$ cat src/verilog/decode_pkg.sv
package decode_pkg;

  typedef enum logic [3:0] {
    op_reg,
    op_imm,
    op_lui,
    op_auipc,
    op_jal,
    op_jalr,
    op_branch,
    op_load,
    op_store,
    op_illegal
  } op_class_t;

  typedef enum logic [3:0] {
    alu_none,
    alu_add,
    alu_sub,
    alu_sll,
    alu_slt,
    alu_sltu,
    alu_xor,
    alu_srl,
    alu_sra,
    alu_or,
    alu_and
  } alu_op_t;

  typedef enum logic [3:0] {
    mem_none,
    mem_lb,
    mem_lh,
    mem_lw,
    mem_lbu,
    mem_lhu,
    mem_sb,
    mem_sh,
    mem_sw
  } mem_op_t;

  typedef enum logic [2:0] {
    br_eq,
    br_ne,
    br_lt,
    br_ge,
    br_ltu,
    br_geu
  } branch_cond_t;

endpackage

$ cat src/verilog/rv32i_isa_pkg.sv
package rv32i_isa_pkg;

  typedef logic [31:0] word_t;
  typedef logic [4:0]  reg_idx_t;
  typedef logic [31:0] instr_t;
  typedef logic [4:0]  opcode_t;
  typedef logic [2:0]  funct3_t;
  typedef logic [6:0]  funct7_t;

  // major opcodes, instruction bits 6:2
  localparam opcode_t opc_lui    = 5'b01101;
  localparam opcode_t opc_auipc  = 5'b00101;
  localparam opcode_t opc_jal    = 5'b11011;
  localparam opcode_t opc_jalr   = 5'b11001;
  localparam opcode_t opc_branch = 5'b11000;
  localparam opcode_t opc_load   = 5'b00000;
  localparam opcode_t opc_store  = 5'b01000;
  localparam opcode_t opc_op_imm = 5'b00100;
  localparam opcode_t opc_op     = 5'b01100;

  // anything else is a compressed encoding
  localparam logic [1:0] opc_low_bits = 2'b11;

  // alu funct3 values, shared by op and op_imm
  localparam funct3_t f3_add  = 3'b000;
  localparam funct3_t f3_sll  = 3'b001;
  localparam funct3_t f3_slt  = 3'b010;
  localparam funct3_t f3_sltu = 3'b011;
  localparam funct3_t f3_xor  = 3'b100;
  localparam funct3_t f3_sr   = 3'b101;
  localparam funct3_t f3_or   = 3'b110;
  localparam funct3_t f3_and  = 3'b111;

  // alt selects sub and sra
  localparam funct7_t funct7_base = 7'b0000000;
  localparam funct7_t funct7_alt  = 7'b0100000;

  localparam word_t instr_bytes = 32'd4;

  // jalr target has bit 0 cleared
  localparam word_t jalr_align_mask = 32'hffff_fffe;

endpackage
$ cat src/verilog/decode_if.sv
interface decode_if import rv32i_isa_pkg::*, decode_pkg::*; ();

  op_class_t    op_class;
  alu_op_t      alu_op;
  mem_op_t      mem_op;
  branch_cond_t branch_cond;
  reg_idx_t     rd;
  reg_idx_t     rs1;
  reg_idx_t     rs2;
  word_t        imm;

  modport classifier (
    output op_class,
    output alu_op,
    output mem_op,
    output branch_cond,
    output rd,
    output rs1,
    output rs2
  );

  modport imm_dec (
    input  op_class,
    output imm
  );

  modport consumer (
    input op_class,
    input alu_op,
    input mem_op,
    input branch_cond,
    input rd,
    input rs1,
    input rs2,
    input imm
  );

endinterface

$ cat src/verilog/decode_stage.sv
module decode_stage import rv32i_isa_pkg::*, decode_pkg::*; (
  input  logic     clk,
  input  logic     reset,
  input  logic     fetch_valid,
  input  instr_t   instr,
  input  word_t    fetch_pc,
  input  word_t    reg_rs1,
  input  word_t    reg_rs2,
  output reg_idx_t rs1,
  output reg_idx_t rs2,
  output logic     out_valid,
  output word_t    next_pc,
  output alu_op_t  alu_op,
  output mem_op_t  mem_op,
  output reg_idx_t rd,
  output word_t    op_a,
  output word_t    op_b,
  output word_t    mem_addr,
  output logic     instr_valid
);

  decode_if dec_if ();

  word_t   next_pc_d;
  word_t   op_a_d;
  word_t   op_b_d;
  alu_op_t alu_op_d;

  instr_classifier classifier_i (.instr(instr), .dec(dec_if.classifier));
  imm_decoder      imm_dec_i    (.instr(instr), .dec(dec_if.imm_dec));

  next_pc_unit npc_i (
    .fetch_pc(fetch_pc),
    .reg_rs1 (reg_rs1),
    .reg_rs2 (reg_rs2),
    .dec     (dec_if.consumer),
    .next_pc (next_pc_d)
  );

  // register file is read in the decode cycle
  assign rs1 = dec_if.rs1;
  assign rs2 = dec_if.rs2;

  always_comb begin
    op_a_d   = '0;
    op_b_d   = '0;
    alu_op_d = alu_none;
    case (dec_if.op_class)
      op_reg: begin
        op_a_d   = reg_rs1;
        op_b_d   = reg_rs2;
        alu_op_d = dec_if.alu_op;
      end
      op_imm: begin
        op_a_d   = reg_rs1;
        op_b_d   = dec_if.imm;
        alu_op_d = dec_if.alu_op;
      end
      op_lui: begin
        op_a_d   = dec_if.imm;
        alu_op_d = alu_add;
      end
      op_auipc: begin
        op_a_d   = fetch_pc;
        op_b_d   = dec_if.imm;
        alu_op_d = alu_add;
      end
      // link value, pc + 4
      op_jal, op_jalr: begin
        op_a_d   = fetch_pc;
        op_b_d   = instr_bytes;
        alu_op_d = alu_add;
      end
      op_store: begin
        op_a_d = reg_rs1;
        op_b_d = reg_rs2;
      end
      default: alu_op_d = alu_none;
    endcase
  end

  always_ff @(posedge clk) begin
    if (reset) begin
      out_valid <= 1'b0;
      next_pc   <= '0;
      alu_op    <= alu_none;
      mem_op    <= mem_none;
    end else begin
      out_valid <= fetch_valid;
      if (fetch_valid) begin
        next_pc <= next_pc_d;
        alu_op  <= alu_op_d;
        mem_op  <= dec_if.mem_op;
      end
    end
  end

  always_ff @(posedge clk) begin
    if (fetch_valid) begin
      rd          <= dec_if.rd;
      op_a        <= op_a_d;
      op_b        <= op_b_d;
      mem_addr    <= reg_rs1 + dec_if.imm;
      instr_valid <= dec_if.op_class != op_illegal;
    end
  end

endmodule

$ cat src/verilog/imm_decoder.sv
module imm_decoder import rv32i_isa_pkg::*, decode_pkg::*; (
  input instr_t     instr,
  decode_if.imm_dec dec
);

  word_t imm_i;
  word_t imm_s;
  word_t imm_b;
  word_t imm_u;
  word_t imm_j;

  assign imm_i = {{20{instr[31]}}, instr[31:20]};
  assign imm_s = {{20{instr[31]}}, instr[31:25], instr[11:7]};
  assign imm_b = {{20{instr[31]}}, instr[7], instr[30:25], instr[11:8], 1'b0};
  assign imm_u = {instr[31:12], 12'b0};
  assign imm_j = {{12{instr[31]}}, instr[19:12], instr[20], instr[30:21], 1'b0};

  // format follows from the class
  always_comb begin
    case (dec.op_class)
      op_imm, op_load, op_jalr: dec.imm = imm_i;
      op_store:                 dec.imm = imm_s;
      op_branch:                dec.imm = imm_b;
      op_lui, op_auipc:         dec.imm = imm_u;
      op_jal:                   dec.imm = imm_j;
      default:                  dec.imm = '0;
    endcase
  end

endmodule

$ cat src/verilog/instr_classifier.sv
module instr_classifier import rv32i_isa_pkg::*, decode_pkg::*; (
  input instr_t        instr,
  decode_if.classifier dec
);

  opcode_t opcode;
  funct3_t funct3;
  funct7_t funct7;
  logic    low_ok;
  logic    imm_ok;
  logic    reg_ok;
  alu_op_t alu_f3;

  assign opcode = instr[6:2];
  assign funct3 = instr[14:12];
  assign funct7 = instr[31:25];
  assign low_ok = instr[1:0] == opc_low_bits;

  // shifts by immediate carry funct7 in the upper imm bits
  assign imm_ok = (funct3 == f3_sll) ? (funct7 == funct7_base) :
                  (funct3 == f3_sr)  ? (funct7 == funct7_base || funct7 == funct7_alt) :
                  1'b1;
  assign reg_ok = (funct7 == funct7_base) ||
                  (funct7 == funct7_alt && (funct3 == f3_add || funct3 == f3_sr));

  always_comb begin
    case (funct3)
      f3_add:  alu_f3 = alu_add;
      f3_sll:  alu_f3 = alu_sll;
      f3_slt:  alu_f3 = alu_slt;
      f3_sltu: alu_f3 = alu_sltu;
      f3_xor:  alu_f3 = alu_xor;
      f3_sr:   alu_f3 = (funct7 == funct7_alt) ? alu_sra : alu_srl;
      f3_or:   alu_f3 = alu_or;
      default: alu_f3 = alu_and;
    endcase
  end

  always_comb begin
    dec.op_class    = op_illegal;
    dec.alu_op      = alu_none;
    dec.mem_op      = mem_none;
    dec.branch_cond = br_eq;
    if (low_ok) begin
      case (opcode)
        opc_lui:   dec.op_class = op_lui;
        opc_auipc: dec.op_class = op_auipc;
        opc_jal:   dec.op_class = op_jal;
        opc_jalr: begin
          if (funct3 == 3'b000) dec.op_class = op_jalr;
        end
        opc_branch: begin
          // funct3 010 and 011 are unused
          if (funct3[2:1] != 2'b01) dec.op_class = op_branch;
          case (funct3)
            3'b001:  dec.branch_cond = br_ne;
            3'b100:  dec.branch_cond = br_lt;
            3'b101:  dec.branch_cond = br_ge;
            3'b110:  dec.branch_cond = br_ltu;
            3'b111:  dec.branch_cond = br_geu;
            default: dec.branch_cond = br_eq;
          endcase
        end
        opc_load: begin
          case (funct3)
            3'b000:  dec.mem_op = mem_lb;
            3'b001:  dec.mem_op = mem_lh;
            3'b010:  dec.mem_op = mem_lw;
            3'b100:  dec.mem_op = mem_lbu;
            3'b101:  dec.mem_op = mem_lhu;
            default: dec.mem_op = mem_none;
          endcase
          if (dec.mem_op != mem_none) dec.op_class = op_load;
        end
        opc_store: begin
          case (funct3)
            3'b000:  dec.mem_op = mem_sb;
            3'b001:  dec.mem_op = mem_sh;
            3'b010:  dec.mem_op = mem_sw;
            default: dec.mem_op = mem_none;
          endcase
          if (dec.mem_op != mem_none) dec.op_class = op_store;
        end
        opc_op_imm: begin
          if (imm_ok) begin
            dec.op_class = op_imm;
            dec.alu_op   = alu_f3;
          end
        end
        opc_op: begin
          if (reg_ok) begin
            dec.op_class = op_reg;
            dec.alu_op   = (funct3 == f3_add && funct7 == funct7_alt) ? alu_sub : alu_f3;
          end
        end
        default: dec.op_class = op_illegal;
      endcase
    end
  end

  // no destination for branches and stores
  assign dec.rd  = (dec.op_class == op_branch || dec.op_class == op_store) ? '0 : instr[11:7];
  assign dec.rs1 = instr[19:15];
  assign dec.rs2 = instr[24:20];

endmodule

$ cat src/verilog/next_pc_unit.sv
module next_pc_unit import rv32i_isa_pkg::*, decode_pkg::*; (
  input  word_t      fetch_pc,
  input  word_t      reg_rs1,
  input  word_t      reg_rs2,
  decode_if.consumer dec,
  output word_t      next_pc
);

  logic  taken;
  word_t seq_pc;
  word_t jump_target;
  word_t jalr_target;

  always_comb begin
    case (dec.branch_cond)
      br_eq:   taken = reg_rs1 == reg_rs2;
      br_ne:   taken = reg_rs1 != reg_rs2;
      br_lt:   taken = $signed(reg_rs1) < $signed(reg_rs2);
      br_ge:   taken = $signed(reg_rs1) >= $signed(reg_rs2);
      br_ltu:  taken = reg_rs1 < reg_rs2;
      br_geu:  taken = reg_rs1 >= reg_rs2;
      default: taken = 1'b0;
    endcase
  end

  assign seq_pc      = fetch_pc + instr_bytes;
  assign jump_target = fetch_pc + dec.imm;
  // register relative, low bit dropped
  assign jalr_target = (reg_rs1 + dec.imm) & jalr_align_mask;

  always_comb begin
    case (dec.op_class)
      op_jal:    next_pc = jump_target;
      op_jalr:   next_pc = jalr_target;
      op_branch: next_pc = taken ? jump_target : seq_pc;
      default:   next_pc = seq_pc;
    endcase
  end

endmodule

$ cat config.mk
export PLATFORM = sky130hd
export DESIGN_NAME = decode_stage
export DESIGN_NICKNAME = d
export VERILOG_FILES = /design/src/verilog/decode_pkg.sv /design/src/verilog/rv32i_isa_pkg.sv /design/src/verilog/decode_if.sv /design/src/verilog/decode_stage.sv /design/src/verilog/imm_decoder.sv /design/src/verilog/instr_classifier.sv /design/src/verilog/next_pc_unit.sv
export SDC_FILE = /design/constraint.sdc
export NUM_CORES = 1
export LEC_CHECK = 0
export ABC_AREA = 0
export BUFFER_PORTS_ARGS = -buffer_cell sky130_fd_sc_hd__buf_2
export CAP_MARGIN = 20
export CORE_ASPECT_RATIO = 0.5
export CORE_MARGIN = 8
export CORE_UTILIZATION = 45
export CTS_CLUSTER_DIAMETER = 60
export CTS_CLUSTER_SIZE = 10
export DETAILED_ROUTE_END_ITERATION = 8
export PLACE_DENSITY = 0.74
export SLEW_MARGIN = 15
export SYNTH_ARGS = -nofsm -noshare
export SYNTH_HDL_FRONTEND = slang
export SYNTH_SLANG_ARGS = --single-unit
$ cat constraint.sdc
create_clock -name clk -period 7.4 [get_ports clk]
set_input_delay 0.74 -clock clk [delete_from_list [all_inputs] [get_ports clk]]
set_output_delay 0.74 -clock clk [all_outputs]
set_load 0.05 [all_outputs]
==> Yosys cells after proc, flatten, opt, wreduce, memory -nomap -nowiden <==
Index checks and enable logic that the tools add are counted.
{ "classes": {"add_sub_neg": 3, "order_cmp": 4, "reduce_logical": 22, "n_mux": 35, "eq_ne": 34} }
{ "op_table": {"columns": ["operator", "count"], "rows": [
  ["one-hot mux 32 bit (3 select lines)", 3],
  ["one-hot mux 32 bit (5 select lines)", 1],
  ["adder 32 bit", 2],
  ["greater-or-equal comparator 32 bit", 2],
  ["less-than comparator 32 bit", 2],
  ["two-way mux 4 bit", 16],
  ["one-hot mux 4 bit (9 select lines)", 1],
  ["adder 32 x 3 -> 32 bit (second input constant)", 1],
  ["equality test 32 bit", 1],
  ["two-way mux 32 bit", 1],
  ["!= test 32 bit", 1],
  ["one-hot mux 3 bit (5 select lines)", 2],
  ["one-hot mux 4 bit (7 select lines)", 1],
  ["one-hot mux 4 bit (2 select lines)", 3],
  ["equality test 3 bit (second input constant)", 6],
  ["equality test 4 x 3 -> 1 bit (second input constant)", 4],
  ["equality test 5 x 4 -> 1 bit (second input constant)", 3],
  ["equality test 5 bit (second input constant)", 3],
  ["equality test 3 x 2 -> 1 bit (second input constant)", 4],
  ["one-hot mux 4 bit (3 select lines)", 1],
  ["equality test 5 x 3 -> 1 bit (second input constant)", 2],
  ["OR reduction 2 bit", 5],
  ["OR reduction 3 bit", 3],
  ["equality test 4 x 2 -> 1 bit (second input constant)", 2],
  ["other kinds (18)", 28]
]} }
{ "totals": {"elab_cells": 107, "out_inout_bits": 153, "input_bits": 131, "register_bits": 143} }

==> Logic depth before layout (Yosys ltp) <==
{ "depth": {"ltp_word": 14, "ltp_mapped": 28, "ltp_nobuf": 24} }

==> Cells and area by module <==
A second synthesis with hierarchy kept.
{ "unflattened": {"hier_cells": 1509, "area_unflattened_um2": 13266.5} }
{ "modules_own_cells": {"columns": ["module", "cells_per_inst", "seq_area_each_um2", "n_inst", "area_per_inst_um2"], "rows": [
  ["decode_stage", 578, 3883.7, 1, 6904.1],
  ["next_pc_unit", 737, 0.0, 1, 5138.7],
  ["instr_classifier", 111, 0.0, 1, 730.7],
  ["imm_decoder", 83, 0.0, 1, 493.0]
]} }

==> Least setup slack after synthesis <==
Ideal clock, no wire load.
{ "synth_timing": {"path_type": "input to register", "startpoint": "input instr[4]", "endpoint": "register next_pc[23]", "n_path_buf": 2, "path_slack_ns": 1.766, "setup_time_ns": 0.117, "stages": 24, "arrival_time_ns": 5.516, "cell_sequence": "buf_6 or3_4 or3b_4 o21a_2 and4_4 a21oi_2 o21ai_2 clkbuf_1 and2_1 ha_1 a21oi_1 o21ai_0 a21oi_1 o21bai_1 a21o_1 a21o_1 or2_2 o22ai_1 a21oi_2 a211oi_4 o21ai_1 xor2_1 a211o_1 a32o_1"} }
{ "synth_between": {"elab_chain_len": 9, "elab_cells_between_ends": 35} }
{ "synth_lines": {"columns": ["item", "line_no", "source"], "rows": [
  ["start: declaration", "decode_stage.sv:5", "input instr_t instr,"],
  ["equality test 5 x 4 -> 1 bit (tied with other cells)", "instr_classifier.sv:45", "case (opcode)"],
  ["one-hot mux 4 bit (9 select lines)", "instr_classifier.sv:45", null],
  ["two-way mux 4 bit", "instr_classifier.sv:44", "if (low_ok) begin"],
  ["equality test 4 x 1 -> 1 bit (tied with other cells)", "imm_decoder.sv:20", "case (dec.op_class)"],
  ["OR reduction 3 bit or OR reduction 2 bit (tied branches)", "imm_decoder.sv:20", null],
  ["one-hot mux 32 bit (5 select lines)", "imm_decoder.sv:20", null],
  ["adder 32 bit", "next_pc_unit.sv:27", "assign jump_target = fetch_pc + dec.imm;"],
  ["two-way mux 32 bit", "next_pc_unit.sv:35", "op_branch: next_pc = taken ? jump_target : seq_pc;"],
  ["one-hot mux 32 bit (3 select lines) (*)", "next_pc_unit.sv:32", "case (dec.op_class)"],
  ["end signal: assignment", "decode_stage.sv:91", "next_pc <= next_pc_d;"],
  ["end: declaration", "decode_stage.sv:12", "output word_t next_pc,"]
]} }
Mark *: on every way between the ends. The rest lies on a longest branch, timed or not.
A chain may end at the register's enable or synchronous reset.

==> Final worst setup path <==
{ "layout_timing": {"startpoint": "input instr[2]", "endpoint": "register next_pc[29]"} }
Same word-level chain as after synthesis.

==> impl_metrics.yaml <==
clock_tree:
  cts-htree-levels: 4
  clock-sinks: 143
  number_of_buffers_inserted_by_hold_repair_at_cts: 0
  cts-buffers-inserted: 17
  clkTransAtPathRegs_ns: 0.07
  cts_tree: "done"
  cts_root_buf: "sky130_fd_sc_hd__clkbuf_16"
  cts.path.max_buffers: 2
  clk-insertion-delay-late_ns: 0.45
  cts-resized-gates: 0
  cts_setup_buffers: 0
final_layout:
  area.growth.synth_to_final_pct: 18.5
  filler_instances: 2588
  drive_above_1_share: 0.235
  nets: 1902
  utilization: 0.537
global_route:
  grt-ovfl-total: 0
  grt_max_degree: 75
  grt_pass1_wl_um: 75500
  grtUsageTotal: 0.293
  number_of_global_route_vias_before_repair: 12100
  antenna_found_initial: 5
worst_setup_path:
  crit_required_ns: 7.70
  timing.critical_path.arrival_ns: 6.70
  worstRegToRegCells: 4
  timing_worst_setup_path_type: "in -> reg"
  worstPathMaxFanout: 17
  kind_of_start_point_of_the_critical_path: "input pin"
  worst_setup_path_end_kind: "flop"
sta:
  setup_total_negative_slack_ns: 0
  layout_min_cycle_time_ns: 6.39
  slew_headroom: 0.288
  fin_crit_sh: 0.864
  timing.final.max_slew_violations: 0
  unrepaired_setup_endpoints_after_global_routing: "no"
  finalSetupViolCount: 0
  clock-skew-final_ns: 0
  timing.fmax_mhz: 156
  hold_viol: 0
  worst_slew_pin_slew_ns: 1.06
  finalWorstSetupSlack_ns: 1.01
power_and_ir_drop:
  switching_power_share_of_the_total: 0.360
  power.clock.fraction: 0.350
  power.share.sequential: 0.355
  power.density_nw_per_um2: 180
  power.share.combinational: 0.294
  total_leakage_power_nw: 6.66
  switch_pwr_mw: 0.958
  irDropWorstVdd_mv: 0.181
  internal_power_mw: 1.70
place:
  gp_congestion: 1.04
  post-place-ws_ns: 0.846
  detailedPlacementHpwl_um: 39900
  port-buffer-count: 283
route:
  routed-via-count: 13100
  via_per_inst: 6.32
  drcViolationCount: 0
  detail_route.wl_per_cell_um: 24.6
  route.antenna.remaining_nets: 0
  drt-total-wl_um: 51200
  detail_route.iter0.violations: 1960
  drtPass1Iterations: 8
run_status:
  status: "completed"
logic_synthesis:
  synth_edf_count: 102
  async_reset_ff_frac: 0
  post_synth_top_flop: "sky130_fd_sc_hd__edfxtp_1"
  number_of_distinct_standard_cells_referenced_by_the_synthesized_netlist: 105
  yosysSeqAreaShare: 0.312
  synth_area_sq_um: 12500
  syn-instance-count: 1447
  yosys_register_bits: 143
  postSynthNetCount: 1666
  yosysWarnings: 0
  synth.avg_cell_area_sq_um: 8.61
floorplan:
  starting_utilization_of_the_core_area: 0.453
  design.portCount: 284
  die_area_sq_um: 33600
  design.core.area_sq_um: 27500
  die_height_um: 134
  die_width_um: 251
  num_rows: 43
min_path:
  hp-class: "reg -> reg"
  instance_count_along_the_most_critical_hold_path: 2
job:
  maxCapViolations: 0
through the flow:
stage               area (sq um)  hold slack, ns  power [mW]  cells
finish                     14800           0.478        2.66   2081
global route               14800           0.496        2.74   2081
CTS                        14800           0.476        2.65   2078
detailed placement         14100           0.457        1.73   2046
global placement           14100           0.451        1.72   2046
floorplan                  12500           0.673        1.49   1447
final cells by class:
cell class / count / area (sq um) / area share
inverters: 67 / 251 / 0.0170
flip-flops and latches: 143 / 3880 / 0.263
clock inverters: 9 / 131 / 0.00890
diodes: 3 / 7.51 / 0.000509
well taps: 382 / 478 / 0.0324
clock buffers: 23 / 488 / 0.0331
multi-input cells: 1155 / 7980 / 0.541
repair buffers: 299 / 1540 / 0.105
placed cells by master (no fill, tap or decap), types with 5 or more instances in the layout:
cell                        netlist  layout
sky130_fd_sc_hd__a22o_1          28      28
sky130_fd_sc_hd__nand4_1         24      24
sky130_fd_sc_hd__nor2_1          98      96
sky130_fd_sc_hd__and2_1          27      27
sky130_fd_sc_hd__nor3_2           3       5
sky130_fd_sc_hd__inv_1           66      66
sky130_fd_sc_hd__nor3b_1          6       6
sky130_fd_sc_hd__o211ai_1         6       6
sky130_fd_sc_hd__nand2_1        133     133
sky130_fd_sc_hd__edfxtp_1       102     102
sky130_fd_sc_hd__a22oi_1         11      11
sky130_fd_sc_hd__dfxtp_1         41      41
sky130_fd_sc_hd__and3_1          24      23
sky130_fd_sc_hd__o21ai_0         95      94
sky130_fd_sc_hd__ha_1            88      88
sky130_fd_sc_hd__o21ai_1          5       6
sky130_fd_sc_hd__o21bai_1         7       7
sky130_fd_sc_hd__nand2b_1        19      19
sky130_fd_sc_hd__xor2_1          37      37
sky130_fd_sc_hd__a32o_1           8       8
sky130_fd_sc_hd__a21o_1          47      47
sky130_fd_sc_hd__mux2i_1          6       6
sky130_fd_sc_hd__a211oi_1        23      23
sky130_fd_sc_hd__nand3_1         49      49
sky130_fd_sc_hd__a221oi_1        19      19
sky130_fd_sc_hd__o21a_1          12      12
sky130_fd_sc_hd__xnor2_1         46      46
sky130_fd_sc_hd__a31oi_1         14      14
sky130_fd_sc_hd__nor3_1          25      23
sky130_fd_sc_hd__a21oi_1        122     122
sky130_fd_sc_hd__clkbuf_16        0      17
sky130_fd_sc_hd__buf_2            7     282
sky130_fd_sc_hd__o31ai_1          8       8
sky130_fd_sc_hd__nor2b_1         23      23
sky130_fd_sc_hd__or2_2            7       7
sky130_fd_sc_hd__a221o_1         21      21
sky130_fd_sc_hd__buf_4           10      16
final timing paths:
kind / startpoint / endpoint / slack (ns)
setup / recovery: instr[2] / next_pc[29] / 1.01
hold / removal: alu_op[1] / alu_op[1] / 0.48
setup reg to reg: next_pc[29] / next_pc[29] / 6.17
hold reg to reg: alu_op[1] / alu_op[1] / 0.48
synth_stat cells, types with 8 or more instances:
cell type                    n  area, sq um
sky130_fd_sc_hd__buf_4      10         75.1
sky130_fd_sc_hd__xnor2_1    46          403
sky130_fd_sc_hd__a32o_1      8         80.1
sky130_fd_sc_hd__clkbuf_1   59          221
sky130_fd_sc_hd__a221o_1    21          210
sky130_fd_sc_hd__nand3_1    49          245
sky130_fd_sc_hd__ha_1       88         1100
sky130_fd_sc_hd__o21a_1     12         90.1
sky130_fd_sc_hd__a21o_1     47          353
sky130_fd_sc_hd__a21oi_1   122          611
sky130_fd_sc_hd__a221oi_1   19          166
sky130_fd_sc_hd__and2_1     27          169
sky130_fd_sc_hd__nand2b_1   19          119
sky130_fd_sc_hd__a22oi_1    11         82.6
sky130_fd_sc_hd__o31ai_1     8         60.1
sky130_fd_sc_hd__a211oi_1   23          173
sky130_fd_sc_hd__o21ai_0    95          475
sky130_fd_sc_hd__a22o_1     28          245
sky130_fd_sc_hd__nand4_1    24          150
sky130_fd_sc_hd__and3_1     24          150
sky130_fd_sc_hd__nand2_1   133          499
sky130_fd_sc_hd__a31oi_1    14         87.6
sky130_fd_sc_hd__nor2_1     98          368
sky130_fd_sc_hd__nor2b_1    23          144
sky130_fd_sc_hd__edfxtp_1  102         3060
sky130_fd_sc_hd__dfxtp_1    41          821
sky130_fd_sc_hd__xor2_1     37          324
sky130_fd_sc_hd__nor3_1     25          125
sky130_fd_sc_hd__inv_1      66          248
critical path, cell delays in order:
cell and delay, ns:
sky130_fd_sc_hd__buf_2 0.14, sky130_fd_sc_hd__nor2b_1 0.15, sky130_fd_sc_hd__nor4_1 0.57, sky130_fd_sc_hd__or2_2 0.27, sky130_fd_sc_hd__and2_1 0.36, sky130_fd_sc_hd__a21oi_2 0.11, sky130_fd_sc_hd__o21ai_2 0.72, sky130_fd_sc_hd__nand2_1 0.48
sky130_fd_sc_hd__nand2_1 0.33, sky130_fd_sc_hd__ha_1 0.43, sky130_fd_sc_hd__a21oi_1 0.33, sky130_fd_sc_hd__o21bai_1 0.11, sky130_fd_sc_hd__a21oi_1 0.33, sky130_fd_sc_hd__nor2b_1 0.09, sky130_fd_sc_hd__o21a_1 0.17, sky130_fd_sc_hd__o21ai_0 0.16
sky130_fd_sc_hd__nand2b_1 0.08, sky130_fd_sc_hd__a21oi_1 0.30, sky130_fd_sc_hd__o21ai_0 0.12, sky130_fd_sc_hd__a221oi_1 0.25, sky130_fd_sc_hd__o21ai_0 0.12, sky130_fd_sc_hd__a211oi_1 0.23, sky130_fd_sc_hd__a211oi_1 0.11
state kept, by name, summed over array words and instances, names as in the netlist, 4 cells and up:
register / cells
op_b: 32
next_pc: 32
op_a: 32
alu_op: 4
rd: 5
mem_addr: 32
mem_op: 4
layer usage:
layer  GRT usage  part of all wire  up-vias
met1       0.411              0.43     6261
met2       0.426              0.42      866
li1            -                 -     5894
met3      0.0844              0.12      117
met5           0           0.00045        -
met4      0.0924             0.027        4
power groups by stage:
stage / logic, mW / clock network [mW] / registers, mW
2_1_floorplan: 0.308 / 0 / 1.18
3_3_place_gp: 0.765 / 0 / 0.960
3_5_place_dp: 0.766 / 0 / 0.963
4_1_cts: 0.770 / 0.934 / 0.947
5_1_grt: 0.824 / 0.967 / 0.951
6_report: 0.784 / 0.933 / 0.946
cells by family (layout without fill, tap and decap cells):
group	count (synthesis)	in the layout	share of synthesized area
xor+xnor	83	83	0.0583
mux	8	8	0.00663
buf+inv	149	398	0.0498
compound gates	498	498	0.287
simple gates	476	476	0.197
other cells	0	3	0
flops	143	143	0.312
fa+ha+maj	90	90	0.0900
Note: power is estimated with default switching activity, not from simulation.
